<file path="config.mk">
export PLATFORM = sky130hd
export DESIGN_NAME = obj_tile_expand
export DESIGN_NICKNAME = d
export VERILOG_FILES = /design/src/obj_line_cfg.svh /design/src/obj_line_pkg.sv /design/src/obj_tile_expand.sv
export SDC_FILE = /design/constraint.sdc
export NUM_CORES = 1
export LEC_CHECK = 0
export BUFFER_PORTS_ARGS = -buffer_cell sky130_fd_sc_hd__buf_2
export CAP_MARGIN = 20
export CORE_MARGIN = 1.5
export CORE_UTILIZATION = 42
export DETAILED_ROUTE_END_ITERATION = 7
export PLACE_DENSITY = 0.87
export SLEW_MARGIN = 10
export SYNTH_ARGS = -nofsm -noshare
export SYNTH_HDL_FRONTEND = slang
export SYNTH_SLANG_ARGS = --single-unit
</file>
<file path="constraint.sdc">
create_clock -name vclk -period 7.6
set_input_delay 1.52 -clock vclk [all_inputs]
set_output_delay 1.52 -clock vclk [all_outputs]
set_load 0.03 [all_outputs]
</file>
<file path="src/obj_line_cfg.svh">
`ifndef OBJ_LINE_CFG_SVH
`define OBJ_LINE_CFG_SVH

`define OBJ_TABLE_WORDS 1024  // 256 sprites x 4 words
`define LINE_SLOTS      128
`define LINE_WORDS      1024  // 2 banks x 128 slots x 4 words

// a tile only keeps its slot inside this x window
`define X_MIN           48
`define X_MAX           448

`define APB_CMD         13'h1000
`define APB_STATUS      13'h1004
`define APB_BANK        13'h1008

`endif
</file>
<file path="src/obj_line_pkg.sv">
package obj_line_pkg;

    typedef logic [15:0] obj_word_t;   // attr, code, y or x word of the object table
    typedef logic [15:0] line_word_t;  // one word of a line buffer slot

    // scan states, the RD_* names follow the word on the table read port
    typedef enum logic [3:0] {
        ST_IDLE,
        ST_RD_ATTR,    // table read latency
        ST_RD_CODE,
        ST_RD_Y,
        ST_RD_X,
        ST_CHK_MAP,
        ST_CHK_VIS,
        ST_WR0,
        ST_WR1,
        ST_WR2,
        ST_ADV,
        ST_FILL0,
        ST_FILL1,
        ST_FILL2
    } fsm_state_t;

endpackage

</file>
<file path="src/obj_tile_expand.sv">
`timescale 1ns/1ps

module obj_tile_expand (
    input  logic [8:0]               line_q,
    input  obj_line_pkg::obj_word_t  obj_attr,
    input  obj_line_pkg::obj_word_t  obj_code,
    input  obj_line_pkg::obj_word_t  obj_y,
    input  obj_line_pkg::obj_word_t  obj_x,
    input  logic [3:0]               n,
    input  logic [3:0]               npos,
    output logic                     inzone,
    output logic [3:0]               vsub,
    output obj_line_pkg::line_word_t code_mn,
    output obj_line_pkg::line_word_t eff_x
);

    logic [3:0] tile_m;
    logic       vflip;
    logic [8:0] dy;
    logic [3:0] m_row;
    logic [3:0] m_sel;

    assign tile_m = obj_attr[15:12];          // tiles high, minus one
    assign vflip  = obj_attr[6];

    // distance below the sprite top, wraps at 512 lines
    assign dy     = line_q - obj_y[8:0];
    assign inzone = dy[8:4] <= {1'b0, tile_m};

    assign m_row = dy[7:4];                   // matched tile row
    assign m_sel = vflip ? tile_m - m_row : m_row;

    // row goes into bits 7..4, column into bits 3..0, each wraps on its own
    assign code_mn = {obj_code[15:8], obj_code[7:4] + m_sel, obj_code[3:0] + n};

    assign vsub = dy[3:0] ^ {4{vflip}};

    assign eff_x = {7'd0, obj_x[8:0]} + {8'd0, npos, 4'd0};

endmodule

</file>
Word-level counts from Yosys, hierarchy flattened
Cells that the tools add are included.
{ "totals": {"register_bits": 0, "inputBits": 81, "out_inout_bits": 37, "word_cells": 8} }
{ "op_classes": {"add_sub_neg": 5, "order_cmp": 1, "n_mux": 1, "bitwise": 1} }
{ "op_table": {"columns": ["operator", "count"], "rows": [
  ["$add 9x8->10", 1],
  ["$sub 9x9->9", 1],
  ["$add 4x4->4", 2],
  ["$le 5x4->1", 1],
  ["$mux 4", 1],
  ["$sub 4x4->4", 1],
  ["$xor 4x4->4", 1]
]} }

Longest topological paths before layout
{ "logic_depth": {"depth_word": 4, "mapped_depth": 18, "mapped_depth_nobuf": 18} }

Worst setup path after synthesis
Ideal clock, no wire load.
{ "synth_path": {"path_kind": "in2out", "from": "input line_q[0]", "to": "output code_mn[7]", "t_arrival_ns": 4.924, "required_ns": 6.080, "slack_ns": 1.156, "stages": 18, "path_buffers": 0, "cell_sequence": "inv_1 -> ha_1 -> inv_1 -> fa_1 -> a21o_1 -> a21o_4 -> xnor2_1 -> inv_1 -> ha_1 -> fa_1 -> nor2b_1 -> a21oi_1 -> nand2_1 -> ha_1 -> a21o_1 -> a21oi_1 -> xnor2_1 -> xnor2_1"} }
{ "synth_via": {"elab_chain_cells": 4} }
{ "synth_rtl": {"columns": ["element", "line", "source"], "rows": [
  ["start, declared", "obj_tile_expand.sv:4", "input logic [8:0] line_q,"],
  ["$sub 9x9->9 (*)", "obj_tile_expand.sv:27", "assign dy = line_q - obj_y[8:0];"],
  ["$sub 4x4->4", "obj_tile_expand.sv:31", "assign m_sel = vflip ? tile_m - m_row : m_row;"],
  ["$mux 4 (*)", "obj_tile_expand.sv:31", null],
  ["$add 4x4->4 (*)", "obj_tile_expand.sv:34", "assign code_mn = {obj_code[15:8], obj_code[7:4] + m_sel, obj_code[3:0] + n};"],
  ["end, declared", "obj_tile_expand.sv:13", "output obj_line_pkg::line_word_t code_mn,"]
]} }
Mark *: on every way between the ends. The rest lies on a longest branch, timed or not.

Worst setup path in the final report
Ends and elaborated chain as after synthesis.

==> metrics.md <==
| Metric | Value |
|---|---|
| Status | `finished with violations` |
| Violated checks | `DRC` |
| Synth unique cells | `37` |
| Mapped Cells | `160` |
| Sw Pwr | `0.000128 W` |
| CP required | `a little over 6000 ps` |
| Synth Warn # | `0` |
| CP startpoint kind | `input port` |
| First-pass GRT wire length | `between 3000 and 4000 µm` |
| Critical-path top delay cell | `fa_1` |
| Largest net degree at the start of global routing | `15` |
| Avg WL per Cell | `approximately 9.9 µm` |
| Post-CTS Setup Bufs | `0` |
| Initial antenna violation count | `0` |
| Vias in the first global route | `1,041` |
| Max Fclk | `approximately 0.15 GHz` |
| Via count | `between 1,000 and 1,500` |
| Post-DP HPWL | `about 2200 µm` |
| Critical path peak fanout | `4` |
| Period utilization | `87.4%` |
| Total GRT Usage | `between 10 and 15%` |
| Full die area | `roughly 3400 µm²` |
| DRT Wirelength | `2360 µm` |
| Max cap viols | `0` |
| Ranking of synthesized cells by area | `ha_1, xnor2_1, buf_4` |
| Slew Limit Fails | `0` |
| Ports | `between 100 and 150` |
| Synth Cell Area | `approximately 1300 µm²` |
| Vias per cell | `just under 5` |
| Proportion of layout cells with a drive suffix above 1 | `between 30% and 40%` |
| Die width | `58.2 µm` |
| Placement Rows | `19` |
| P_leak | `about 0.87 nW` |
| Nets | `about 320` |
| Clock power frac | `0%` |
| Crit path time final | `about 6600 ps` |
| Post-synth top area share | `between 20% and 30%` |
| Crit-path cells | `buf_2 > inv_1 > ha_1 > inv_1 > fa_1 > a21o_1 > a21o_4 > xnor2_1 > inv_1 > ha_1 > fa_1 > nor2b_1 > a21oi_1 > nand2_1 > ha_1 > a21o_1 > a21oi_1 > xnor2_1 > xnor2_1 > buf_2` |
| Storage cell area | `0 µm²` |
| Cts repair resizes | `0` |
| Post-synthesis sequential area ratio | `0%` |
| Comb pwr share | `100.0%` |
| Switching power share of the total | `slightly above 60%` |
| Final ANT Viol Nets | `0` |
| First DRT Iteration DRCs | `38` |
| Core Box Area | `around 2800 µm²` |
| Hold Violations, Final | `0` |
| WP data arrival | `5120 ps` |
| Hold Path Class | `in -> out` |
| Die Ht | `approximately 58 µm` |
| Seq pwr share | `0%` |
| RSZ-0062 raised after global routing | `no` |
| CTS Hold Buffers Added | `0` |
| Synth area leader | `ha_1` |
| Sequential cells | `0` |
| Clock buffer cells | `0` |
| Commonest cells after routing, fill and taps aside | `buf_2, inv_1, ha_1` |
| TritonRoute pass-1 iters | `7` |
| Synthesis-to-finish area growth | `17.8%` |
| Fillcell total | `280` |
| Placed cell area | `between 1500 and 2000 µm²` |
| Diode count | `0` |
| Max IR drop VDD | `roughly 0.057 mV` |
| Avg Cell Area, Syn | `7.98 µm²` |
| CP peak stage delay | `around 480 ps` |
| Fin area | `around 1500 µm²` |
| Starting density of the core | `between 40% and 50%` |
| P_int | `0.0000828 W` |
| Most common cell after layout, fill and taps aside | `buf_2` |
| Critical Path End Type | `primary output` |
| Grt total ovfl | `0` |
| Number of port buffers | `between 60 and 70` |
| Final setup fails | `0` |
| DRC viols | `7` |
| Pwr/cell area | `140 nW/µm²` |
| Area of the multi-input gates | `between 1000 and 1500 µm²` |
| Setup TNS | `0 ps` |
| WS Path Type | `in -> out` |
| GP Congestion | `0.822` |
==> path summary, 6_finish.rpt <==
kind	startpoint	endpoint	slack [ps]	cells after the start
hold / removal	obj_code[12]	code_mn[12]	3040	0
setup / recovery	line_q[0]	code_mn[7]	960	20
==> metal layers <==
layer  vias up  part of all wire [%]  GRT usage (%)
met5         -                     0              0
met4         0                  0.34           1.33
met3         4                    10           2.46
met2        51                    49           27.3
met1       501                    40           16.2
li1        604                     -              -
==> synth_stat cells, drive strengths merged <==
cell type	count
a21oi	9
inv	28
xor2	3
nor4	1
a211oi	2
o31a	1
o21bai	1
a2111oi	1
a211o	1
nand2	5
buf	20
o21ai	3
a41oi	1
a221oi	1
nand2b	3
nand4	1
xnor2	19
and2	1
nand3b	1
ha	25
nor3b	2
a21o	8
mux2	1
nor2	4
nor2b	3
o21a	1
mux2i	3
and4	1
fa	5
nor3	3
a21boi	1
conb	1
==> power groups by stage <==
stage | clock [W] | sequential, W | combinational, W
after floorplan | 0 | 0 | 0.000177
after global placement | 0 | 0 | 0.000209
after detailed placement | 0 | 0 | 0.000213
after CTS | 0 | 0 | 0.000214
after global routing | 0 | 0 | 0.000233
final | 0 | 0 | 0.000211
==> worst max-delay path: cells and delay by family <==
kind / cells / cell delay, ps
compound gates: 5 / 880
fa+ha+maj: 5 / 1520
xor+xnor: 3 / 560
buf+inv: 5 / 500
simple gates: 2 / 120
==> layout make-up <==
type                       count  area share (%)
multi-input combinational    117            69.5
timing repair buffer          63            20.9
inverter                      28            6.98
tap                           31            2.58
==> kinds of logic (layout without fill, tap and decap cells) <==
| group | after synthesis | after routing | synth area share, % |
|---|---|---|---|
| AOI/OAI and AO/OA | 30 | 30 | 18.8 |
| other | 1 | 6 | 0.294 |
| adders and majority gates | 30 | 30 | 32.3 |
| and+or+nand+nor | 25 | 25 | 10.7 |
| muxes | 4 | 4 | 3.23 |
| buffers and inverters | 48 | 91 | 19.6 |
| xor gates and xnor gates | 22 | 22 | 15.1 |
==> metrics by stage <==
step	std cells	setup WS (ps)	total power [W]	hold slack (ps)	utilization (%)
after floorplan	165	1160	0.000177	3170	-
after CTS	239	923	0.000214	3040	53.2
final	239	960	0.000211	3040	53.2
after detailed placement	239	922	0.000213	3040	53.2
after global placement	239	979	0.000209	3040	53.2
after global routing	239	672	0.000233	3040	53.2
(Power assumes the default switching activity.)
