## config.mk

```make
export PLATFORM = sky130hd
export DESIGN_NAME = obj_apb_regs
export DESIGN_NICKNAME = d
export VERILOG_FILES = /design/src/obj_line_pkg.sv /design/src/obj_apb_regs.sv
export VERILOG_INCLUDE_DIRS = /design/src
export SDC_FILE = /design/constraint.sdc
export NUM_CORES = 1
export LEC_CHECK = 0
export BUFFER_PORTS_ARGS = -buffer_cell sky130_fd_sc_hd__buf_2
export CAP_MARGIN = 5
export CORE_UTILIZATION = 38
export CTS_BUF_LIST = sky130_fd_sc_hd__clkbuf_8
export DETAILED_ROUTE_END_ITERATION = 8
export GPL_TIMING_DRIVEN = 0
export PLACE_DENSITY = 0.88
export SLEW_MARGIN = 20
export SYNTH_ARGS = -nofsm -noshare
export SYNTH_HDL_FRONTEND = slang
export SYNTH_SLANG_ARGS = --single-unit
```

## constraint.sdc

```tcl
create_clock -name clk -period 2.1 [get_ports clk]
set_clock_uncertainty 0.1 [all_clocks]
set_input_delay 0.315 -clock clk [delete_from_list [all_inputs] [get_ports clk]]
set_output_delay 0.315 -clock clk [all_outputs]
set_load 0.02 [all_outputs]
```

## src/obj_line_cfg.svh

```systemverilog
`ifndef OBJ_LINE_CFG_SVH
`define OBJ_LINE_CFG_SVH

`define OBJ_TABLE_WORDS 1024  // 256 sprites x 4 words
`define LINE_SLOTS      128
`define LINE_WORDS      1024  // 2 banks x 128 slots x 4 words

// a tile only keeps its slot inside this x window
`define X_MIN           48
`define X_MAX           448

`define APB_CMD         13'h1000
`define APB_STATUS      13'h1004
`define APB_BANK        13'h1008

`endif
```

## src/obj_line_pkg.sv

```systemverilog
package obj_line_pkg;

    typedef logic [15:0] obj_word_t;   // attr, code, y or x word of the object table
    typedef logic [15:0] line_word_t;  // one word of a line buffer slot

    // scan states, the RD_* names follow the word on the table read port
    typedef enum logic [3:0] {
        ST_IDLE,
        ST_RD_ATTR,    // table read latency
        ST_RD_CODE,
        ST_RD_Y,
        ST_RD_X,
        ST_CHK_MAP,
        ST_CHK_VIS,
        ST_WR0,
        ST_WR1,
        ST_WR2,
        ST_ADV,
        ST_FILL0,
        ST_FILL1,
        ST_FILL2
    } fsm_state_t;

endpackage

```

## src/obj_apb_regs.sv

```systemverilog
`timescale 1ns/1ps
`include "obj_line_cfg.svh"

module obj_apb_regs (
    input  logic                    clk,
    input  logic                    rst,
    input  logic                    psel,
    input  logic                    penable,
    input  logic                    pwrite,
    input  logic [12:0]             paddr,
    input  logic [31:0]             pwdata,
    output logic [31:0]             prdata,
    output logic                    pready,
    output logic                    pslverr,
    input  logic                    busy,
    input  logic                    done,
    output logic                    table_we,
    output logic [9:0]              table_waddr,
    output obj_line_pkg::obj_word_t table_wdata,
    output logic [3:0]              bank_offset,
    output logic [3:0]              bank_mask,
    output logic                    build,
    output logic [8:0]              build_line
);

    logic access;
    logic in_table;
    logic hit_cmd;
    logic hit_status;
    logic hit_bank;
    logic cmd_reject;
    logic done_sticky;

    assign access     = psel && penable;
    assign in_table   = !paddr[12];           // 0x000..0xffc, one word per address
    assign hit_cmd    = paddr == `APB_CMD;
    assign hit_status = paddr == `APB_STATUS;
    assign hit_bank   = paddr == `APB_BANK;
    assign cmd_reject = hit_cmd && (busy || build);  // build pulse counts as busy

    assign pready  = 1'b1;
    assign pslverr = access && (!(in_table || hit_cmd || hit_status || hit_bank) ||
                                (pwrite && cmd_reject));

    assign table_we    = access && pwrite && in_table;
    assign table_waddr = paddr[11:2];
    assign table_wdata = pwdata[15:0];

    always_comb begin
        prdata = 32'd0;                       // table window is write only
        if (hit_status) prdata = {30'd0, done_sticky, busy};
        if (hit_bank)   prdata = {24'd0, bank_mask, bank_offset};
        if (hit_cmd)    prdata = {23'd0, build_line};
    end

    always_ff @(posedge clk or posedge rst) begin
        if (rst) begin
            build       <= 1'b0;
            build_line  <= 9'd0;
            bank_offset <= 4'd0;
            bank_mask   <= 4'hf;
            done_sticky <= 1'b0;
        end else begin
            build <= access && pwrite && hit_cmd && !cmd_reject;
            if (access && pwrite && hit_cmd && !cmd_reject) build_line <= pwdata[8:0];
            if (access && pwrite && hit_bank) begin
                bank_offset <= pwdata[3:0];
                bank_mask   <= pwdata[7:4];
            end
            if (done) done_sticky <= 1'b1;    // a new done beats the read clear
            else if (access && !pwrite && hit_status) done_sticky <= 1'b0;
        end
    end

endmodule

```

# Word level (Yosys, flattened, before mapping)
# Cells that the tools add are included.
dict set report op_classes {
  eq_ne 3
  mux 5
  reduce_logical 21
}
# cell count
set op_table {}
lappend op_table {{2-to-1 mux 32 bit} 2}
lappend op_table {{equality test 13 bit, second input constant} 3}
lappend op_table {{logical AND 1 bit} 11}
lappend op_table {{logical OR 1 bit} 5}
lappend op_table {{logical NOT 1 bit} 4}
lappend op_table {{2-to-1 mux 1 bit} 2}
lappend op_table {{2-to-1 mux 2 bit} 1}
lappend op_table {{nonzero test 2 bit} 1}
dict set report word_totals {
  ff_bits 19
}

# Longest topological paths before layout
# Gate-level depths: netlist of run 1.
dict set report depth {
  depth_word 7
  ltp_mapped 5
}

# Least setup slack after synthesis of run 1
# No wires, ideal clock.
dict set report synth_path {
  path_kind {input to output}
  from {input paddr[2]}
  to {output prdata[8]}
  t_arrival_ps 1663
  required_ps 1685
  slack_ps 22
  path_stages 4
  cell_sequence {clkbuf_1 -> nor4_1 -> nand4b_1 -> nor3b_1}
}
dict set report synth_via {
  elab_chain_cells 2
}
# element line
set synth_lines {}
lappend synth_lines {{from (decl)} obj_apb_regs.sv:10} ;# input logic [12:0] paddr,
lappend synth_lines {{equality test 13 bit (no source line)} n/a}
lappend synth_lines {{2-to-1 mux 32 bit} obj_apb_regs.sv:53} ;# if (hit_cmd) prdata = {23'd0, build_line};
lappend synth_lines {{to (decl)} obj_apb_regs.sv:12} ;# output logic [31:0] prdata,
# Every way passes these cells.

# Worst setup path after layout of run 1
dict set report layout_path {
  from {input paddr[2]}
  to {output prdata[3]}
}
dict set report layout_via {
  elab_chain_cells 3
  word_cells_on_any_way 4
}
# element line
set layout_lines {}
lappend layout_lines {{equality test 13 bit (no source line)} n/a}
lappend layout_lines {{2-to-1 mux 32 bit} obj_apb_regs.sv:52} ;# if (hit_bank) prdata = {24'd0, bank_mask, bank_offset};
lappend layout_lines {{2-to-1 mux 32 bit (*)} obj_apb_regs.sv:53}
# Every way passes the cells marked *; elsewhere a longest branch is shown, timed or not.

==> impl_metrics.py, run 1 <==
metrics = {
    "outcome": {
        "outcome": "complete, no violations",
    },
    "routing": {
        "num_vias": 1247,
        "wl_um": 3260,
        "drc": 0,
        "wl_met1_um": 1250,
        "post_drt_wl_per_cell_um": 11.1,
        "ant_nets": 0,
        "wl_met3_um": 343,
        "dr_wl_met2_um": 1630,
        "drtIter0Drc": 12,
        "top_layer": "met4",
        "viasPerCell": 4.26,
        "first_pass_iters": 3,
    },
    "cts": {
        "clock_sinks": 19,
        "clockBufferDepth": 2,
        "cts_inserted_buffers": 3,
        "cts_root_buffer": "clkbuf_8",
        "cts_tree": "done",
        "clk_pin_slew_ns": 0.07,
        "worstSkewPairLatency_ns": 0.25,
        "htreeDepth": 1,
    },
    "sta": {
        "setup_viol_count_final": 0,
        "period_needed_ns": 1.97,
        "max_freq_mhz": 507,
        "rsz0062_at_grt": "no",
        "final-hold-violation-count": 0,
        "slew_violations": 0,
        "max_slew_margin_pct": 52.2,
        "tightest_slew_ns": 0.716,
        "min_period_over_period_pct": 94.0,
    },
    "floorplanning": {
        "io_pins": 131,
        "num_rows": 21,
        "die-area_mm2": 0.00395,
        "start_util_pct": 40.9,
        "die_width_um": 62.9,
        "core_mm2": 0.00344,
        "die_h_um": 62.9,
    },
    "critical_path": {
        "rrSetupSlack_ns": 0.20,
        "cp-end-kind": "output pin",
        "worstReg2RegEnd": "build_line[6]",
        "worstSetupStartpoint": "paddr[2]",
        "r2r-start": "build",
        "crit_fanout": 9,
        "reg2reg_depth": 4,
        "critPathLaunchType": "input port",
        "critPathCapture": "prdata[3]",
        "crit_type": "in2out",
        "worst_ep_arrival_time_ns": 1.56,
        "required_ns": 1.68,
    },
    "power_and_ir_drop": {
        "power_density_mw_per_mm2": 415,
        "leakage_nw": 1.23,
        "comb_power_share_pct": 28.0,
        "total_power_mw": 0.850,
        "swShare_pct": 29.1,
        "seq_power_share_pct": 43.1,
        "power.share.clock_pct": 28.9,
        "switchingPower_mw": 0.247,
        "internal-power_mw": 0.603,
        "max-vdd-ir-drop_mv": 0.358,
    },
    "synth": {
        "ys_ff_latch": 19,
        "synthCells": 135,
        "yosysSeqAreaShare_pct": 34.1,
        "postSynthAreaPerCell_um2": 10.4,
        "ys_warn_count": 0,
        "syn_area_mm2": 0.00141,
        "yosysUniqueCellTypes": 29,
    },
    "layout": {
        "n_antenna_cell": 0,
        "layout-drive-gt1-share_pct": 65.6,
        "final_util_pct": 59.6,
        "syn_to_final_growth_pct": 45.7,
        "nNetsFinal": 300,
        "fill_cells": 328,
        "final_cell_mix": "buf_2 (82), buf_4 (53), conb_1 (24)",
        "mostFrequentLayoutCell": "buf_2",
    },
    "min_path": {
        "hold_path.class": "in2async",
    },
    "place": {
        "portBuffers": 82,
        "gp_congestion": 0.762,
    },
    "global_route": {
        "grt_usage_pct": 16.1,
        "grt_first_pass_wirelength_um": 5140,
        "grt_start_max_net_pins": 20,
        "grt_pass1_vias": 1173,
        "antenna_found_initial": 0,
        "grt-ovfl-total": 0,
    },
    "flow_run": {
        "max_cap_viol_count": 0,
    },
}
-- metal layers --
layer	GRT usage, %	up-vias
met5	0	-
met4	4.36	0
met3	5.29	4
met2	31.0	77
met1	16.2	562
li1	-	604
-- logic make-up (layout without fill, tap and decap cells) --
logic type	after synthesis	after routing	share of synthesized area, %
buffers and inverters	54	144	28.3
muxes	25	25	21.7
AOI/OAI and AO/OA	5	5	2.13
other	2	24	0.534
and+or+nand+nor	30	30	13.2
DFF	19	19	34.1
-- per-stage QoR --
step	hold slack [ns]	setup TNS [ns]	instances	setup slack, ns	area [um2]
detailed placement	0.364	-2.67	285	-0.200	1960
global placement	0.355	-1.94	285	-0.193	1960
finish	0.0679	0	293	0.127	2050
floorplan	0.163	0	157	0.0221	1490
CTS	0.0942	0	291	0.0732	2020
global route	0.139	0	293	0.0243	2050
-- power by group through the flow --
stage | clock network, mW | logic, mW | registers [mW]
floorplan | 0 | 0.172 | 0.373
global placement | 0 | 0.235 | 0.373
detailed placement | 0 | 0.238 | 0.373
CTS | 0.251 | 0.238 | 0.366
global route | 0.268 | 0.257 | 0.366
finish | 0.245 | 0.238 | 0.366
-- area by class of cell --
class	count	area, um2	area share, %
inverters	1	3.75	0.183
clock inverters	1	3.75	0.183
multi-input cells	84	617	30.1
plain buffers	53	394	19.2
flip-flops and latches	19	480	23.4
well taps	46	57.6	2.81
clock buffers	3	41.3	2.01
repair buffers	86	453	22.1
-- how the worst min path moves through the flow --
stage,endpoint,depth (start not counted),slack [ns],start
finish,build_line[4],2,0.07,rst
floorplan,bank_offset[0],1,0.16,rst
detailed placement,build_line[4],2,0.36,rst
global route,build_line[4],2,0.14,rst
global placement,build_line[4],2,0.35,rst
CTS,build_line[4],2,0.09,rst
-- flip-flops by register name, summed over array words and instances, names as in the netlist --
signal / flops
build: 1
build_line: 9
done_sticky: 1
bank_mask: 4
bank_offset: 4
-- worst max-delay path: stages --
cell and delay (ns):
clkbuf_1 0.23, nor4_1 0.32, nand4b_1 0.20, buf_4 0.21
nor2_1 0.11, buf_2 0.17
-- cells in the mapped netlist --
cell type	instances	area (um2)
conb_1	2	7.51
o31ai_1	1	7.51
nor4_1	2	12.5
dfstp_2	4	105
nor4b_4	1	23.8
or3_1	1	6.26
nand3_1	3	15.0
nand2b_1	1	6.26
a211oi_1	1	7.51
nand3_2	1	10.0
mux2_4	9	135
nor4_2	1	12.5
a21oi_1	2	10.0
nor3b_1	2	15.0
buf_6	1	11.3
nor2_1	13	48.8
mux2_2	5	56.3
inv_1	1	3.75
buf_1	1	3.75
or4_1	1	7.51
nor2b_1	1	6.26
mux2_1	3	33.8
dfrtp_1	15	375
nor3_1	1	5.00
o21ai_0	1	5.00
clkbuf_1	1	3.75
buf_4	50	375
nand4b_1	2	17.5
mux2i_1	8	80.1
-- timing repair --
action	in CTS	in global routing
buffers inserted	2	2
hold buffers	0	0
pin swaps	0	2
gates resized for setup	0	1
setup endpoints to repair	7	2
Note: power is estimated with default switching activity, not from simulation.
==> run 2: changes to the inputs <==
--- a/config.mk
+++ b/config.mk
@@ -6,6 +6,7 @@
 export SDC_FILE = /design/constraint.sdc
 export NUM_CORES = 1
 export LEC_CHECK = 0
+export ABC_AREA = 1
 export BUFFER_PORTS_ARGS = -buffer_cell sky130_fd_sc_hd__buf_2
 export CAP_MARGIN = 5
 export CORE_UTILIZATION = 38
==> run 2 against run 1 <==
  * Clock-buffer cell count unchanged
  * Fmax up 0.32%
  * Cell count up 20%
  * Non-clock buffer count fell by 3
  * Critical path depth increased by 4
  * Design area shrank 0.18%
  * Sequential power about the same
==> impl_metrics.py, run 2 <==
metrics = {
    "critical_path": {
        "required_ns": 1.68,
        "path_delay_family": "buffers and inverters",
        "crit_buf_inv": 4,
        "crit_type": "in2out",
        "worst_ep_arrival_time_ns": 1.55,
        "cpPeakStageDelay_ns": 0.20,
        "crit_fanout": 10,
        "rrSetupSlack_ns": 0.70,
        "slowest_stage": "nor2_4",
        "reg2reg_depth": 5,
        "r2r-start": "build",
        "critPathLaunchType": "input port",
        "path_cells": "buf_2 -> nor2_1 -> nand2_1 -> nor2_4 -> nand3_4 -> clkinv_2 -> buf_6 -> nand2_1 -> o21ai_0 -> buf_2",
        "worstReg2RegEnd": "build_line[7]",
        "cp-end-kind": "output pin",
        "path_depth": 10,
    },
    "layout": {
        "layout-drive-gt1-share_pct": 51.8,
        "syn_to_final_growth_pct": 42.0,
        "n_antenna_cell": 0,
        "mostFrequentLayoutCell": "buf_2",
        "nNetsFinal": 356,
        "fill_cells": 392,
        "largest_reg_flops": 9,
        "top_register": "build_line",
        "final_cell_mix": "buf_2 (84), buf_4 (50), nand2_1 (36)",
        "final_area_mm2": 0.00205,
        "stdcell_count": 351,
        "reg.largest.list": "build_line (9), bank_mask (4), bank_offset (4)",
    },
    "cts": {
        "clockBufferDepth": 2,
        "cts_setup_buffers": 0,
        "clock_sinks": 19,
        "cts_root_buffer": "clkbuf_8",
        "ctsHoldBuffers": 0,
        "cts_resized": 0,
        "worstSkewPairLatency_ns": 0.25,
        "clk_pin_slew_ns": 0.07,
        "cts_inserted_buffers": 3,
        "htreeDepth": 1,
        "cts_tree": "done",
    },
    "routing": {
        "ant_nets": 0,
        "wl_um": 3360,
        "post_drt_wl_per_cell_um": 9.57,
        "drc": 0,
        "viasPerCell": 4.08,
        "first_pass_iters": 4,
        "num_vias": 1431,
        "drtIter0Drc": 22,
    },
    "sta": {
        "tightest_slew_ns": 0.702,
        "rsz0062_at_grt": "yes",
        "slew_violations": 0,
        "min_period_over_period_pct": 93.7,
        "max_freq_mhz": 508,
        "period_needed_ns": 1.97,
        "max_slew_margin_pct": 53.2,
        "whs_ns": 0.0619,
        "finalSetupTns_ns": 0,
        "setup_viol_count_final": 0,
        "final-hold-violation-count": 0,
    },
    "global_route": {
        "grt_first_pass_wirelength_um": 5150,
        "grt-ovfl-total": 0,
        "grt_usage_pct": 16.2,
        "grt_use_met1_pct": 17.9,
        "grt_pass1_vias": 1196,
        "antenna_found_initial": 0,
        "top_usage_layer": "met2",
        "grtUsageMet3_pct": 2.54,
        "grtUsageMet2_pct": 30.6,
        "grt_start_max_net_pins": 20,
    },
    "floorplanning": {
        "core_mm2": 0.00366,
        "io_pins": 131,
        "die_width_um": 63.6,
        "start_util_pct": 39.4,
        "die-area_mm2": 0.00404,
        "die_h_um": 63.6,
        "num_rows": 22,
    },
    "synth": {
        "ys_async_sr_fraction_pct": 100,
        "ys_ff_latch": 19,
        "yosysSeqAreaShare_pct": 33.3,
        "synthTopCellsByArea": "buf_4 (26%), dfrtp_1 (26%), nand2_1 (9.6%)",
        "synthCells": 194,
        "yosys.area.top_type_share_pct": 26.0,
        "synth_area_leader_cell": "buf_4",
        "ys_warn_count": 0,
        "synth_ff_type": "dfrtp_1",
        "yosysMostFrequentCell": "buf_4",
        "synthTopCellsByCount": "buf_4 (50), nand2_1 (37), nor2_1 (25), inv_1 (18), dfrtp_1 (15)",
        "postSynthAreaPerCell_um2": 7.43,
        "yosysUniqueCellTypes": 21,
        "synth_edf_count": 0,
        "syn_area_mm2": 0.00144,
    },
    "place": {
        "portBuffers": 83,
        "gp_congestion": 0.768,
        "dp.final_hpwl_um": 2720,
        "placed_cells": 347,
        "place_area_mm2": 0.00200,
    },
    "min_path": {
        "hold_path.class": "in2async",
    },
    "flow_run": {
        "max_cap_viol_count": 0,
    },
    "power_and_ir_drop": {
        "max-vdd-ir-drop_mv": 0.286,
        "leakage_nw": 1.32,
        "power_density_mw_per_mm2": 413,
    },
    "outcome": {
        "outcome": "complete, no violations",
    },
}
-- run 2: metal layers --
| metal | wire length [um] | part of all wire (%) | vias to the layer above |
|---|---|---|---|
| met2 | 1800 | 54 | 59 |
| met1 | 1320 | 39 | 634 |
| met3 | 226 | 6.7 | 2 |
| met5 | 0 | 0 | - |
| met4 | 12 | 0.36 | 0 |
| li1 | - | - | 736 |
-- run 2: power breakdown --
group	internal (mW)	switching, mW	total [mW]	leakage [nW]
Sequential	0.366	0.000111	0.367	0.236
Clock	0.130	0.116	0.246	0.0269
Combinational	0.103	0.129	0.232	1.06
-- run 2: cell families after synthesis --
| group | count (synthesis) | share of synthesized area (%) |
|---|---|---|
| AOI/OAI and AO/OA | 18 | 6.77 |
| buffers and inverters | 74 | 33.5 |
| DFF | 19 | 33.3 |
| other | 2 | 0.521 |
| and+or+nand+nor | 81 | 25.9 |
-- run 2: worst max path at each step --
stage / from / to
2_1_floorplan: paddr[9] / prdata[2]
3_3_place_gp: paddr[9] / prdata[2]
3_5_place_dp: paddr[9] / prdata[2]
4_1_cts: paddr[9] / prdata[2]
5_1_grt: paddr[9] / prdata[2]
6_report: paddr[9] / prdata[7]
-- run 2: final cells by class --
cell class | instances | area, um2 | area share (%)
Timing Repair Buffer | 83 | 415 | 20.3
Sequential cell | 19 | 480 | 23.5
Inverter | 21 | 80.1 | 3.91
Clock inverter | 1 | 3.75 | 0.183
Multi-Input combinational cell | 123 | 563 | 27.5
Clock buffer | 3 | 41.3 | 2.02
Buffer | 53 | 403 | 19.7
Tap cell | 48 | 60.1 | 2.93
-- run 2: through the flow --
step / total power [mW] / utilization [%] / setup slack [ns]
finish: 0.845 / 55.9 / 0.133
global route: 0.885 / 55.9 / -0.00320
CTS: 0.847 / 55.8 / 0.138
detailed placement: 0.605 / 54.6 / 0.143
global placement: 0.603 / 54.6 / 0.149
floorplan: 0.544 / - / 0.373
