<file path="config.mk">
export PLATFORM = sky130hd
export DESIGN_NAME = obj_line_fsm
export DESIGN_NICKNAME = d
export VERILOG_FILES = /design/src/obj_line_pkg.sv /design/src/obj_line_fsm.sv
export VERILOG_INCLUDE_DIRS = /design/src
export SDC_FILE = /design/constraint.sdc
export NUM_CORES = 1
export LEC_CHECK = 0
export BUFFER_PORTS_ARGS = -buffer_cell sky130_fd_sc_hd__buf_2
export CELL_PAD_IN_SITES_DETAIL_PLACEMENT = 1
export CELL_PAD_IN_SITES_GLOBAL_PLACEMENT = 1
export CORE_MARGIN = 3
export CORE_UTILIZATION = 41
export DETAILED_ROUTE_END_ITERATION = 8
export PLACE_DENSITY_LB_ADDON = 0.1
export SLEW_MARGIN = 20
export SYNTH_ARGS = -nofsm -noshare
export SYNTH_HDL_FRONTEND = slang
export SYNTH_SLANG_ARGS = --single-unit
</file>
<file path="constraint.sdc">
create_clock -name clk -period 5.44 [get_ports clk]
set_input_delay 1.088 -clock clk [delete_from_list [all_inputs] [get_ports clk]]
set_output_delay 1.088 -clock clk [all_outputs]
set_load 0.005 [all_outputs]
</file>
<file path="src/obj_line_cfg.svh">
`ifndef OBJ_LINE_CFG_SVH
`define OBJ_LINE_CFG_SVH

`define OBJ_TABLE_WORDS 1024  // 256 sprites x 4 words
`define LINE_SLOTS      128
`define LINE_WORDS      1024  // 2 banks x 128 slots x 4 words

// a tile only keeps its slot inside this x window
`define X_MIN           48
`define X_MAX           448

`define APB_CMD         13'h1000
`define APB_STATUS      13'h1004
`define APB_BANK        13'h1008

`endif
</file>
<file path="src/obj_line_pkg.sv">
package obj_line_pkg;

    typedef logic [15:0] obj_word_t;   // attr, code, y or x word of the object table
    typedef logic [15:0] line_word_t;  // one word of a line buffer slot

    // scan states, the RD_* names follow the word on the table read port
    typedef enum logic [3:0] {
        ST_IDLE,
        ST_RD_ATTR,    // table read latency
        ST_RD_CODE,
        ST_RD_Y,
        ST_RD_X,
        ST_CHK_MAP,
        ST_CHK_VIS,
        ST_WR0,
        ST_WR1,
        ST_WR2,
        ST_ADV,
        ST_FILL0,
        ST_FILL1,
        ST_FILL2
    } fsm_state_t;

endpackage

</file>
<file path="src/obj_line_fsm.sv">
`timescale 1ns/1ps
`include "obj_line_cfg.svh"

module obj_line_fsm (
    input  logic                     clk,
    input  logic                     rst,
    input  logic                     build,
    input  logic [8:0]               build_line,
    input  logic [3:0]               bank_offset,
    input  logic [3:0]               bank_mask,
    output logic [9:0]               table_raddr,
    input  obj_line_pkg::obj_word_t  table_rdata,
    input  logic                     inzone,
    input  logic [3:0]               vsub,
    input  obj_line_pkg::line_word_t code_mn,
    input  obj_line_pkg::line_word_t eff_x,
    input  logic [6:0]               slot,
    input  logic                     slot_full,
    input  logic [3:0]               tile_n_idx,
    output logic                     cnt_clear,
    output logic                     slot_inc,
    output logic                     tile_load,
    output logic                     tile_inc,
    output obj_line_pkg::obj_word_t  obj_attr,
    output obj_line_pkg::obj_word_t  obj_code,
    output obj_line_pkg::obj_word_t  obj_y,
    output obj_line_pkg::obj_word_t  obj_x,
    output logic [8:0]               line_q,
    output logic                     lbuf_we,
    output logic [9:0]               lbuf_waddr,
    output obj_line_pkg::line_word_t lbuf_wdata,
    output logic                     busy,
    output logic                     done
);
    import obj_line_pkg::*;

    fsm_state_t state;
    obj_word_t  raw_code;
    obj_word_t  last_attr;
    obj_word_t  last_code;
    obj_word_t  last_y;
    obj_word_t  last_x;
    logic       first;
    logic       repeated;
    logic       visible;
    logic       next_obj;
    logic       in_window;
    logic       last_tile;
    logic [1:0] word_idx;

    // bank offset replaces the masked-out part of the upper nibble
    assign obj_code  = {(raw_code[15:12] & bank_mask) | bank_offset, raw_code[11:0]};
    assign repeated  = !first && obj_attr == last_attr && raw_code == last_code &&
                       obj_y == last_y && obj_x == last_x;
    assign visible   = inzone && !repeated;
    assign in_window = eff_x > `X_MIN && eff_x < `X_MAX;
    assign last_tile = tile_n_idx == obj_attr[11:8];
    assign next_obj  = (state == ST_CHK_MAP && (raw_code[15:12] & ~bank_mask) != 4'd0) ||
                       (state == ST_CHK_VIS && !visible) ||
                       (state == ST_ADV && !slot_full && last_tile);

    assign cnt_clear = state == ST_IDLE && build;
    assign tile_load = state == ST_CHK_VIS && visible;
    assign tile_inc  = state == ST_ADV && !slot_full && !last_tile;
    assign slot_inc  = !slot_full && ((state == ST_ADV && in_window) || state == ST_FILL2);

    always_comb begin
        lbuf_we    = 1'b1;
        word_idx   = 2'd0;
        lbuf_wdata = '1;                      // fill pattern
        case (state)
            ST_WR0:   lbuf_wdata = {4'd0, vsub, obj_attr[7:0]};
            ST_WR1: begin
                word_idx   = 2'd1;
                lbuf_wdata = code_mn;
            end
            ST_WR2: begin
                word_idx   = 2'd2;
                lbuf_wdata = eff_x;
            end
            ST_FILL0: word_idx = 2'd0;
            ST_FILL1: word_idx = 2'd1;
            ST_FILL2: word_idx = 2'd2;
            default:  lbuf_we = 1'b0;
        endcase
    end

    assign lbuf_waddr = {line_q[0], slot, word_idx};

    always_ff @(posedge clk or posedge rst) begin
        if (rst) begin
            state       <= ST_IDLE;
            busy        <= 1'b0;
            done        <= 1'b0;
            first       <= 1'b1;
            table_raddr <= 10'd0;
            line_q      <= 9'd0;
        end else begin
            done <= 1'b0;
            case (state)
                ST_IDLE: if (build) begin
                    line_q      <= build_line;
                    table_raddr <= 10'(`OBJ_TABLE_WORDS - 4);  // attr of the top object
                    first       <= 1'b1;
                    busy        <= 1'b1;
                    state       <= ST_RD_ATTR;
                end
                ST_RD_ATTR: begin
                    table_raddr <= table_raddr + 10'd1;
                    state       <= ST_RD_CODE;
                end
                ST_RD_CODE: begin
                    last_attr   <= obj_attr;
                    obj_attr    <= table_rdata;
                    table_raddr <= table_raddr + 10'd1;
                    state       <= ST_RD_Y;
                end
                ST_RD_Y: begin
                    last_code   <= raw_code;
                    raw_code    <= table_rdata;
                    table_raddr <= table_raddr + 10'd1;
                    state       <= ST_RD_X;
                end
                ST_RD_X: begin
                    last_y <= obj_y;
                    obj_y  <= table_rdata;
                    state  <= ST_CHK_MAP;
                end
                ST_CHK_MAP: begin
                    last_x <= obj_x;
                    obj_x  <= table_rdata;
                    state  <= ST_CHK_VIS;
                end
                ST_CHK_VIS: begin
                    first <= 1'b0;
                    state <= ST_WR0;
                end
                ST_WR0:   state <= ST_WR1;
                ST_WR1:   state <= ST_WR2;
                ST_WR2:   state <= ST_ADV;
                ST_FILL0: state <= ST_FILL1;
                ST_FILL1: state <= ST_FILL2;
                ST_ADV, ST_FILL2: begin
                    if (slot_full) begin          // slot 127 written, line is complete
                        done  <= 1'b1;
                        busy  <= 1'b0;
                        state <= ST_IDLE;
                    end else begin
                        state <= state == ST_ADV ? ST_WR0 : ST_FILL0;
                    end
                end
                default: state <= ST_IDLE;
            endcase
            if (next_obj) begin
                first <= 1'b0;
                if (table_raddr[9:2] == 8'd0) begin
                    state <= ST_FILL0;            // object 0 done
                end else begin
                    table_raddr <= {table_raddr[9:2] - 8'd1, 2'd0};
                    state       <= ST_RD_ATTR;
                end
            end
        end
    end

endmodule

</file>
Word level (Yosys, flattened, before mapping). Index checks and enable logic that the tools add are counted.

Register bits: 154. Input bits: 85. Output and inout port bits: 116.

Add/sub/neg operators: 2. Order comparisons: 2. Equality and inequality tests: 21. Mux-type cells: 20. Bitwise logic cells: 5. Reduce and logical (&&, ||, !) cells: 40.

Operators with widths (count): == test 16 bit (4); case mux 4 bit (13 select lines) (1); case mux 16 bit (3 select lines) (1); 2-to-1 mux 10 bit (3); == test 4 bit, second input constant (6); 2-to-1 mux 4 bit (5); case mux 10 bit (2 select lines) (1); == test 4 x 3 -> 1 bit, second input constant (4); greater-than comparator 16 x 6 -> 1 bit, second input constant (1); less-than comparator 16 x 9 -> 1 bit, second input constant (1); logical AND 1 bit (15); AND reduction 2 bit (6); adder 10 x 1 -> 10 bit, second input constant (1); bitwise AND 4 bit (2); == test 4 x 2 -> 1 bit, second input constant (2); zero test 8 bit (1); subtractor 8 x 1 -> 8 bit, second input constant (1); 2-to-1 mux 1 bit (6); OR reduction 2 bit (3); OR reduction 6 bit (1); zero test 1 bit (5); == test 4 x 1 -> 1 bit, second input constant (1); == test 4 bit (1); zero test 4 bit (1); 13 further kinds (17).

Depth between registers and ports, before layout. Gate-level depths: netlist (run 1).

Depth after elaboration: 13. Depth in mapped cells: 9. Depth with buffers taken out: 7.

Worst setup path after synthesis (run 1). No wires, ideal clock.

Kind: input to register. From: input rst. To: register last_attr[0], enable pin. Arrival time: 4211 ps. Slack: 727 ps. Cell stages on the path: 1. Buffers on the path: 0. Cells stage by stage: nor4_1.

Cells in the longest elaborated chain, start to end: 2.

RTL lines: start, declared (RTL line obj_line_fsm.sv:6) `input logic rst,`; inverter 1 bit (no source line); AND reduction 2 bit (no source line); end signal, assigned (RTL line obj_line_fsm.sv:113) `last_attr <= obj_attr;`; end, declared (RTL line obj_line_fsm.sv:39) `obj_word_t last_attr;`.

Every way passes these cells. A chain may end at the register's enable or synchronous reset.

Worst setup path after layout (run 1).
From: register state[3]. To: output lbuf_wdata[12].

Cells in the longest elaborated chain, start to end: 2. Elaborated cells on any way between the ends: 4. Those cells by class: eq/ne (3); mux (1).

RTL lines: start, declared (RTL line obj_line_fsm.sv:37) `fsm_state_t state;`; start signal, assigned (RTL line obj_line_fsm.sv:149) `state <= state == ST_ADV ? ST_WR0 : ST_FILL0;`; == test 4 bit / == test 4 x 3 -> 1 bit (equally long branches) (RTL line obj_line_fsm.sv:71) `case (state)`; case mux 16 bit (3 select lines) (*) (RTL line obj_line_fsm.sv:71); end, declared (RTL line obj_line_fsm.sv:31) `output obj_line_pkg::line_word_t lbuf_wdata,`.

Every way passes the cells marked *; elsewhere a longest branch is shown, timed or not.

==> summary.txt, run 1 <==
CTS max path bufs = 2
cts hold-fix bufs = 0
synthesized net count = 608
post-synthesis register bit count = 154
Distinct cells, synth = 57
total gr overflow = 0
ys flop type = edfxtp_1
setup TNS = 0 ns
Crit Path Max Fanout = 17
max-cap violation count = 0
Setup crit end kind = primary output
synthesized area per cell = 13.14 sq um
drt drc = 0
Power Density = 443.4 nW/um^2
critical path required time = 4.35 ns
hold violation total from the final report = 0
initial antenna violation count = 0
final slew viol count = 0
H-tree level count = 4
Detail Placement HPWL = 13680 microns
Die X-Extent = 135.0 microns
pre-CTS setup slack = 1.842 ns
maximum vdd ir drop = 0.0002168 V
Core Area = 16060 sq um
Leak = 3.321 nW
final worst path period share = 73.42%
fmax = 250.4 MHz
HP Class = flop to flop
EDFF count, synth = 128
post-synthesis sequential area ratio = 65.91%
crit path DAT = 2.91 ns
number of CTS-inserted buffers = 17
CTS tree = built
vias in the first global route = 5031
slew margin rel. = 29.69%
GP Congestion = 0.7896
final wirelength = 18650 microns
antenna-violating nets left = 0
GRT Util Overall = 20.80%
cells after synthesis = 519
Clock Latency Late Sink = 0.42 ns
Die H = 135.0 microns
Synth Cell Area = 6820 sq um
DR vias/cell = 5.258
final setup fails = 0
# port buffers = 186
first drt pass iteration count = 4
first-pass GRT wire length = 28630 microns
Setup CP Type = flop to primary output
# IOs = 201
share of cells above drive strength 1 = 32.91%
asr flop ratio synth = 16.88%
status = finished clean
DR WL/cell = 20.31 microns
Rows = 46
ANT cells = 0
clk_skew = 0.008896 ns
postcts setup bufs = 0
P&R area growth vs syn = 23.57%
worst slew pin tran = 1.051 ns
clock sinks = 154
largest net degree at the start of global routing = 33
CP Launch Type = flop
DR iter-0 viols = 273
post-route worst setup slack = 1.446 ns
CTS resizes = 0
Yosys Warn Count = 0
Clock Tree Root = clkbuf_16
Worst-path clk slew = 0.06 ns
die area = 18220 sq um
via count = 4827
minimum clock period after layout = 3.994 ns
RSZ-0062 raised after global routing = false
# nets final = 779
Initial Util = 42.47%
==> cell usage in the layout, fill, tap and decap left out, drive strengths merged, types with 5 or more instances in the layout <==
| cell | synthesis | routed |
|---|---|---|
| buf | 24 | 190 |
| edfxtp | 128 | 128 |
| nand2 | 55 | 55 |
| xor2 | 51 | 51 |
| nor2 | 26 | 26 |
| dfrtp | 25 | 25 |
| clkbuf | 14 | 20 |
| nor4 | 18 | 18 |
| nand3 | 17 | 17 |
| inv | 14 | 15 |
| nor3 | 15 | 15 |
| a22oi | 14 | 14 |
| nand2b | 12 | 12 |
| nor2b | 12 | 12 |
| a21oi | 8 | 8 |
| o21ai | 7 | 7 |
| mux2i | 6 | 6 |
| nand4 | 5 | 5 |
| a221o | 5 | 5 |
| and2 | 5 | 5 |
| and3 | 5 | 5 |
| a2111oi | 5 | 5 |
==> critical path: stages (launching register included) <==
cell      delay (ns)
dfrtp_1         0.64
nand2b_1        0.27
nor2_1          0.86
nor3_1          0.25
a221o_1         0.32
buf_2           0.13
==> metal layers <==
| layer | wire length, microns | global-route usage, % | up-vias |
|---|---|---|---|
| met5 | 0 | 0 | - |
| met2 | 8878 | 33.85 | 182 |
| met3 | 1376 | 4.955 | 25 |
| met1 | 7973 | 27.23 | 2382 |
| met4 | 418 | 7.951 | 0 |
| li1 | - | - | 2238 |
==> area by class of cell <==
type                    count  area (sq um)
flip-flops and latches    154          4496
clock buffers              20         436.7
clock inverters            11         147.6
multi-input cells         312          2061
well taps                 216         270.3
inverters                  15         56.30
repair buffers            190         960.9
fillers                  1688          7630
==> power breakdown <==
part	total, W	switching, W	leakage [nW]	internal (W)
logic	0.000847	0.000489	1.59	0.000358
clock network	0.00118	0.000459	0.272	0.000718
registers	0.00171	0.000212	1.46	0.00150
==> registers in the layout (all words and copies together), names as in the netlist <==
name,flops
last_attr,16
state,4
line_q,9
obj_x,16
last_code,16
last_y,16
raw_code,16
last_x,16
obj_y,16
busy,1
obj_attr,16
table_raddr,10
done,1
first,1
==> worst paths after layout <==
| check | start | endpoint | slack (ns) | cells after the start |
|---|---|---|---|---|
| hold reg to reg | line_q[3] | line_q[3] | 0.48 | 2 |
| max in group asynchronous | rst | line_q[8] | 4.25 | 2 |
| setup reg to reg | obj_attr[5] | table_raddr[6] | 2.35 | 7 |
| hold / removal | line_q[3] | line_q[3] | 0.48 | 2 |
| setup / recovery | state[3] | lbuf_wdata[12] | 1.45 | 5 |
| min in group asynchronous | rst | done | 0.78 | 2 |
==> synthesized netlist by cell type (2+ instances only) <==
master / count / area share (%)
xor2_1: 51 / 6.5
a21o_1: 4 / 0.44
mux2i_1: 6 / 0.88
a221o_1: 5 / 0.73
nor2b_1: 12 / 1.1
nor4_1: 17 / 1.6
nand3_1: 17 / 1.2
o211ai_1: 2 / 0.22
and2_1: 5 / 0.46
o2111ai_1: 3 / 0.39
o21ai_0: 7 / 0.51
buf_4: 21 / 2.3
dfrtp_1: 25 / 9.2
inv_1: 14 / 0.77
a2111oi_0: 4 / 0.51
a211oi_1: 2 / 0.22
nand2_1: 55 / 3.0
and2b_1: 2 / 0.22
nand4_1: 5 / 0.46
clkbuf_1: 14 / 0.77
edfxtp_1: 128 / 56
a22oi_1: 13 / 1.4
o211a_1: 3 / 0.44
nand2b_1: 12 / 1.1
nor3_1: 15 / 1.1
a221oi_1: 2 / 0.26
o22ai_1: 3 / 0.28
nor2_1: 26 / 1.4
a21oi_1: 8 / 0.59
and3_1: 5 / 0.46
xnor2_1: 2 / 0.26
or2b_1: 3 / 0.33
ha_1: 4 / 0.73
==> through the flow <==
step,cell area (sq um),power (W),hold slack (ns),utilization (%),cells
final,8428,0.003737,0.4753,52.49,918
after global routing,8428,0.003947,0.5025,52.49,918
after CTS,8428,0.003784,0.4774,52.49,918
after detailed placement,7844,0.002593,0.4648,48.85,887
after global placement,7844,0.002555,0.4625,48.85,887
after floorplan,6820,0.002211,0.4504,-,519
==> cell families after synthesis <==
| group | synth area share [%] |
|---|---|
| buffers and inverters | 4.201 |
| and+or+nand+nor | 13.10 |
| muxes | 0.8806 |
| xor gates and xnor gates | 6.806 |
| AOI/OAI and AO/OA | 8.366 |
| adders and majority gates | 0.7338 |
| DFF | 65.91 |
No activity file was read; power rests on OpenSTA's default activity.
==> run 2, diff against run 1 <==
==> constraint.sdc (replaced) <==
create_clock -name clk -period 4.15 [get_ports clk]
set_input_delay 0.83 -clock clk [delete_from_list [all_inputs] [get_ports clk]]
set_output_delay 0.83 -clock clk [all_outputs]
set_load 0.005 [all_outputs]
==> summary.txt, run 2 (synthesis results as in run 1) <==
worst path buffer plus inverter count = 1
biggest cell delay along the critical path = 0.85 ns
CP top delay family = simple AND/OR/NAND/NOR gates
critical path required time = 3.32 ns
Worst Hold Path EP = line_q[8]
largest net degree at the start of global routing = 33
CTS tree = built
setup TNS = 0 ns
status = finished clean
final worst path period share = 91.14%
switching part of the total = 31.57%
GR Layer Usage met1 = 27.64%
CP Launch Type = flop
# IOs = 201
CTS max path bufs = 2
first drt pass iteration count = 4
GRT Util Overall = 21.15%
GP Congestion = 0.7678
drt drc = 0
met2 global-route usage = 35.19%
hold violation total from the final report = 0
Detail Placement HPWL = 13900 microns
total gr overflow = 0
Core Util, Final = 52.79%
min-delay src = line_q[8]
worst-path cell chain = nand2b_1, nor3_2, nor3_1, a221o_1, buf_2
slew margin rel. = 29.39%
Sequential Area = 4496 sq um
number of CTS-inserted buffers = 17
Clock Latency Late Sink = 0.42 ns
FF-to-FF Start = obj_attr[5]
crit path DAT = 2.95 ns
via count = 4900
# nets final = 781
H-tree level count = 4
antenna-violating nets left = 0
area of the multi-input gates = 2081 sq um
Crit Path Max Fanout = 17
Power Internal = 0.003394 W
Setup crit end kind = primary output
Clock Tree Root = clkbuf_16
GR peak layer = met2
R2R cell count = 7
Power Density = 585.1 nW/um^2
Clk pwr share = 31.8%
initial antenna violation count = 0
HP Class = flop to flop
postcts setup bufs = 0
worst slew pin tran = 1.053 ns
DR WL/cell = 20.75 microns
DR iter-0 viols = 249
clock sinks = 154
Core Area = 16060 sq um
final setup fails = 0
final slew viol count = 0
Flop pwr share = 45.3%
Gate power share = 22.9%
CTS resizes = 0
Leak = 3.353 nW
Hold WS = 0.4768 ns
max-cap violation count = 0
Setup CP Type = flop to primary output
cts hold-fix bufs = 0
Placed Cells = 889
share of cells above drive strength 1 = 33.24%
clk_skew = 0.006818 ns
Rows = 46
most common cell after layout, fill and taps aside = buf_2
DR vias/cell = 5.326
Die X-Extent = 135.0 microns
ANT cells = 0
die area = 18220 sq um
worst flop-to-flop path endpoint = table_raddr[6]
# port buffers = 186
RSZ-0062 raised after global routing = false
final wirelength = 19090 microns
maximum vdd ir drop = 0.0003105 V
R2R Setup Slk = 0.83 ns
first-pass GRT wire length = 29320 microns
slowest CP cell = nor3_2
met3 GRT Util = 5.365%
Die H = 135.0 microns
Worst-path clk slew = 0.06 ns
minimum clock period after layout = 3.782 ns
WHS Path Cells = 2
FILL cells = 1706
most frequent cells in the layout = buf_2, edfxtp_1, nand2_1
fmax = 264.4 MHz
vias in the first global route = 5199
Initial Util = 42.47%
Post-Layout Cell Count = 920
NetSw = 0.001566 W
P&R area growth vs syn = 24.29%
run 2: cell types whose count changed in the layout (fill, tap and decap cells not counted), moves of 2 or more:
cell	previous run	this run
clkbuf_1	3	1
clkinvlp_4	4	1
nor4_2	3	1
buf_4	4	6
nor4_4	0	2
inv_8	0	2
run 2: worst max-delay path by stage:
stage                 from        endpoint  depth (start not counted)
3_5_place_dp      state[3]  lbuf_wdata[14]                          5
4_1_cts           state[3]  lbuf_wdata[14]                          5
3_3_place_gp   obj_attr[5]  table_raddr[6]                          7
2_1_floorplan     state[3]       last_x[0]                          4
6_report          state[3]  lbuf_wdata[14]                          5
5_1_grt           state[3]  lbuf_wdata[15]                          5
run 2: cell type report:
cell class              count  share of cell area, %
clock inverters            13                  1.993
inverters                  15                 0.6642
repair buffers            192                  11.51
well taps                 216                  3.188
multi-input cells         312                  24.55
flip-flops and latches    154                  53.03
clock buffers              18                  5.063
run 2: worst min-delay path: stages, from the launching register on:
cell and delay [ns]:
dfrtp_1 0.34, nand2_1 0.05, nand2_1 0.06
run 2: per-stage QoR:
step	cell area (sq um)	setup slack (ns)	power (W)
2_1_floorplan	6833	0.5739	0.002900
3_3_place_gp	7876	0.8552	0.003358
3_5_place_dp	7876	0.7710	0.003425
4_1_cts	8474	0.3074	0.005009
5_1_grt	8477	0.1711	0.005236
6_report	8477	0.3675	0.004960
run 2: layer usage:
layer	vias to the layer above	routed length, microns
met2	179	9251
met5	-	0
met4	0	281
li1	2249	-
met3	28	1275
met1	2444	8277
run 2: power groups by stage:
stage               clock network [W]  registers [W]  logic, W
floorplan                           0        0.00216  0.000739
global placement                    0        0.00225   0.00110
detailed placement                  0        0.00228   0.00115
CTS                           0.00160        0.00225   0.00116
global route                  0.00168        0.00229   0.00127
finish                        0.00158        0.00225   0.00114
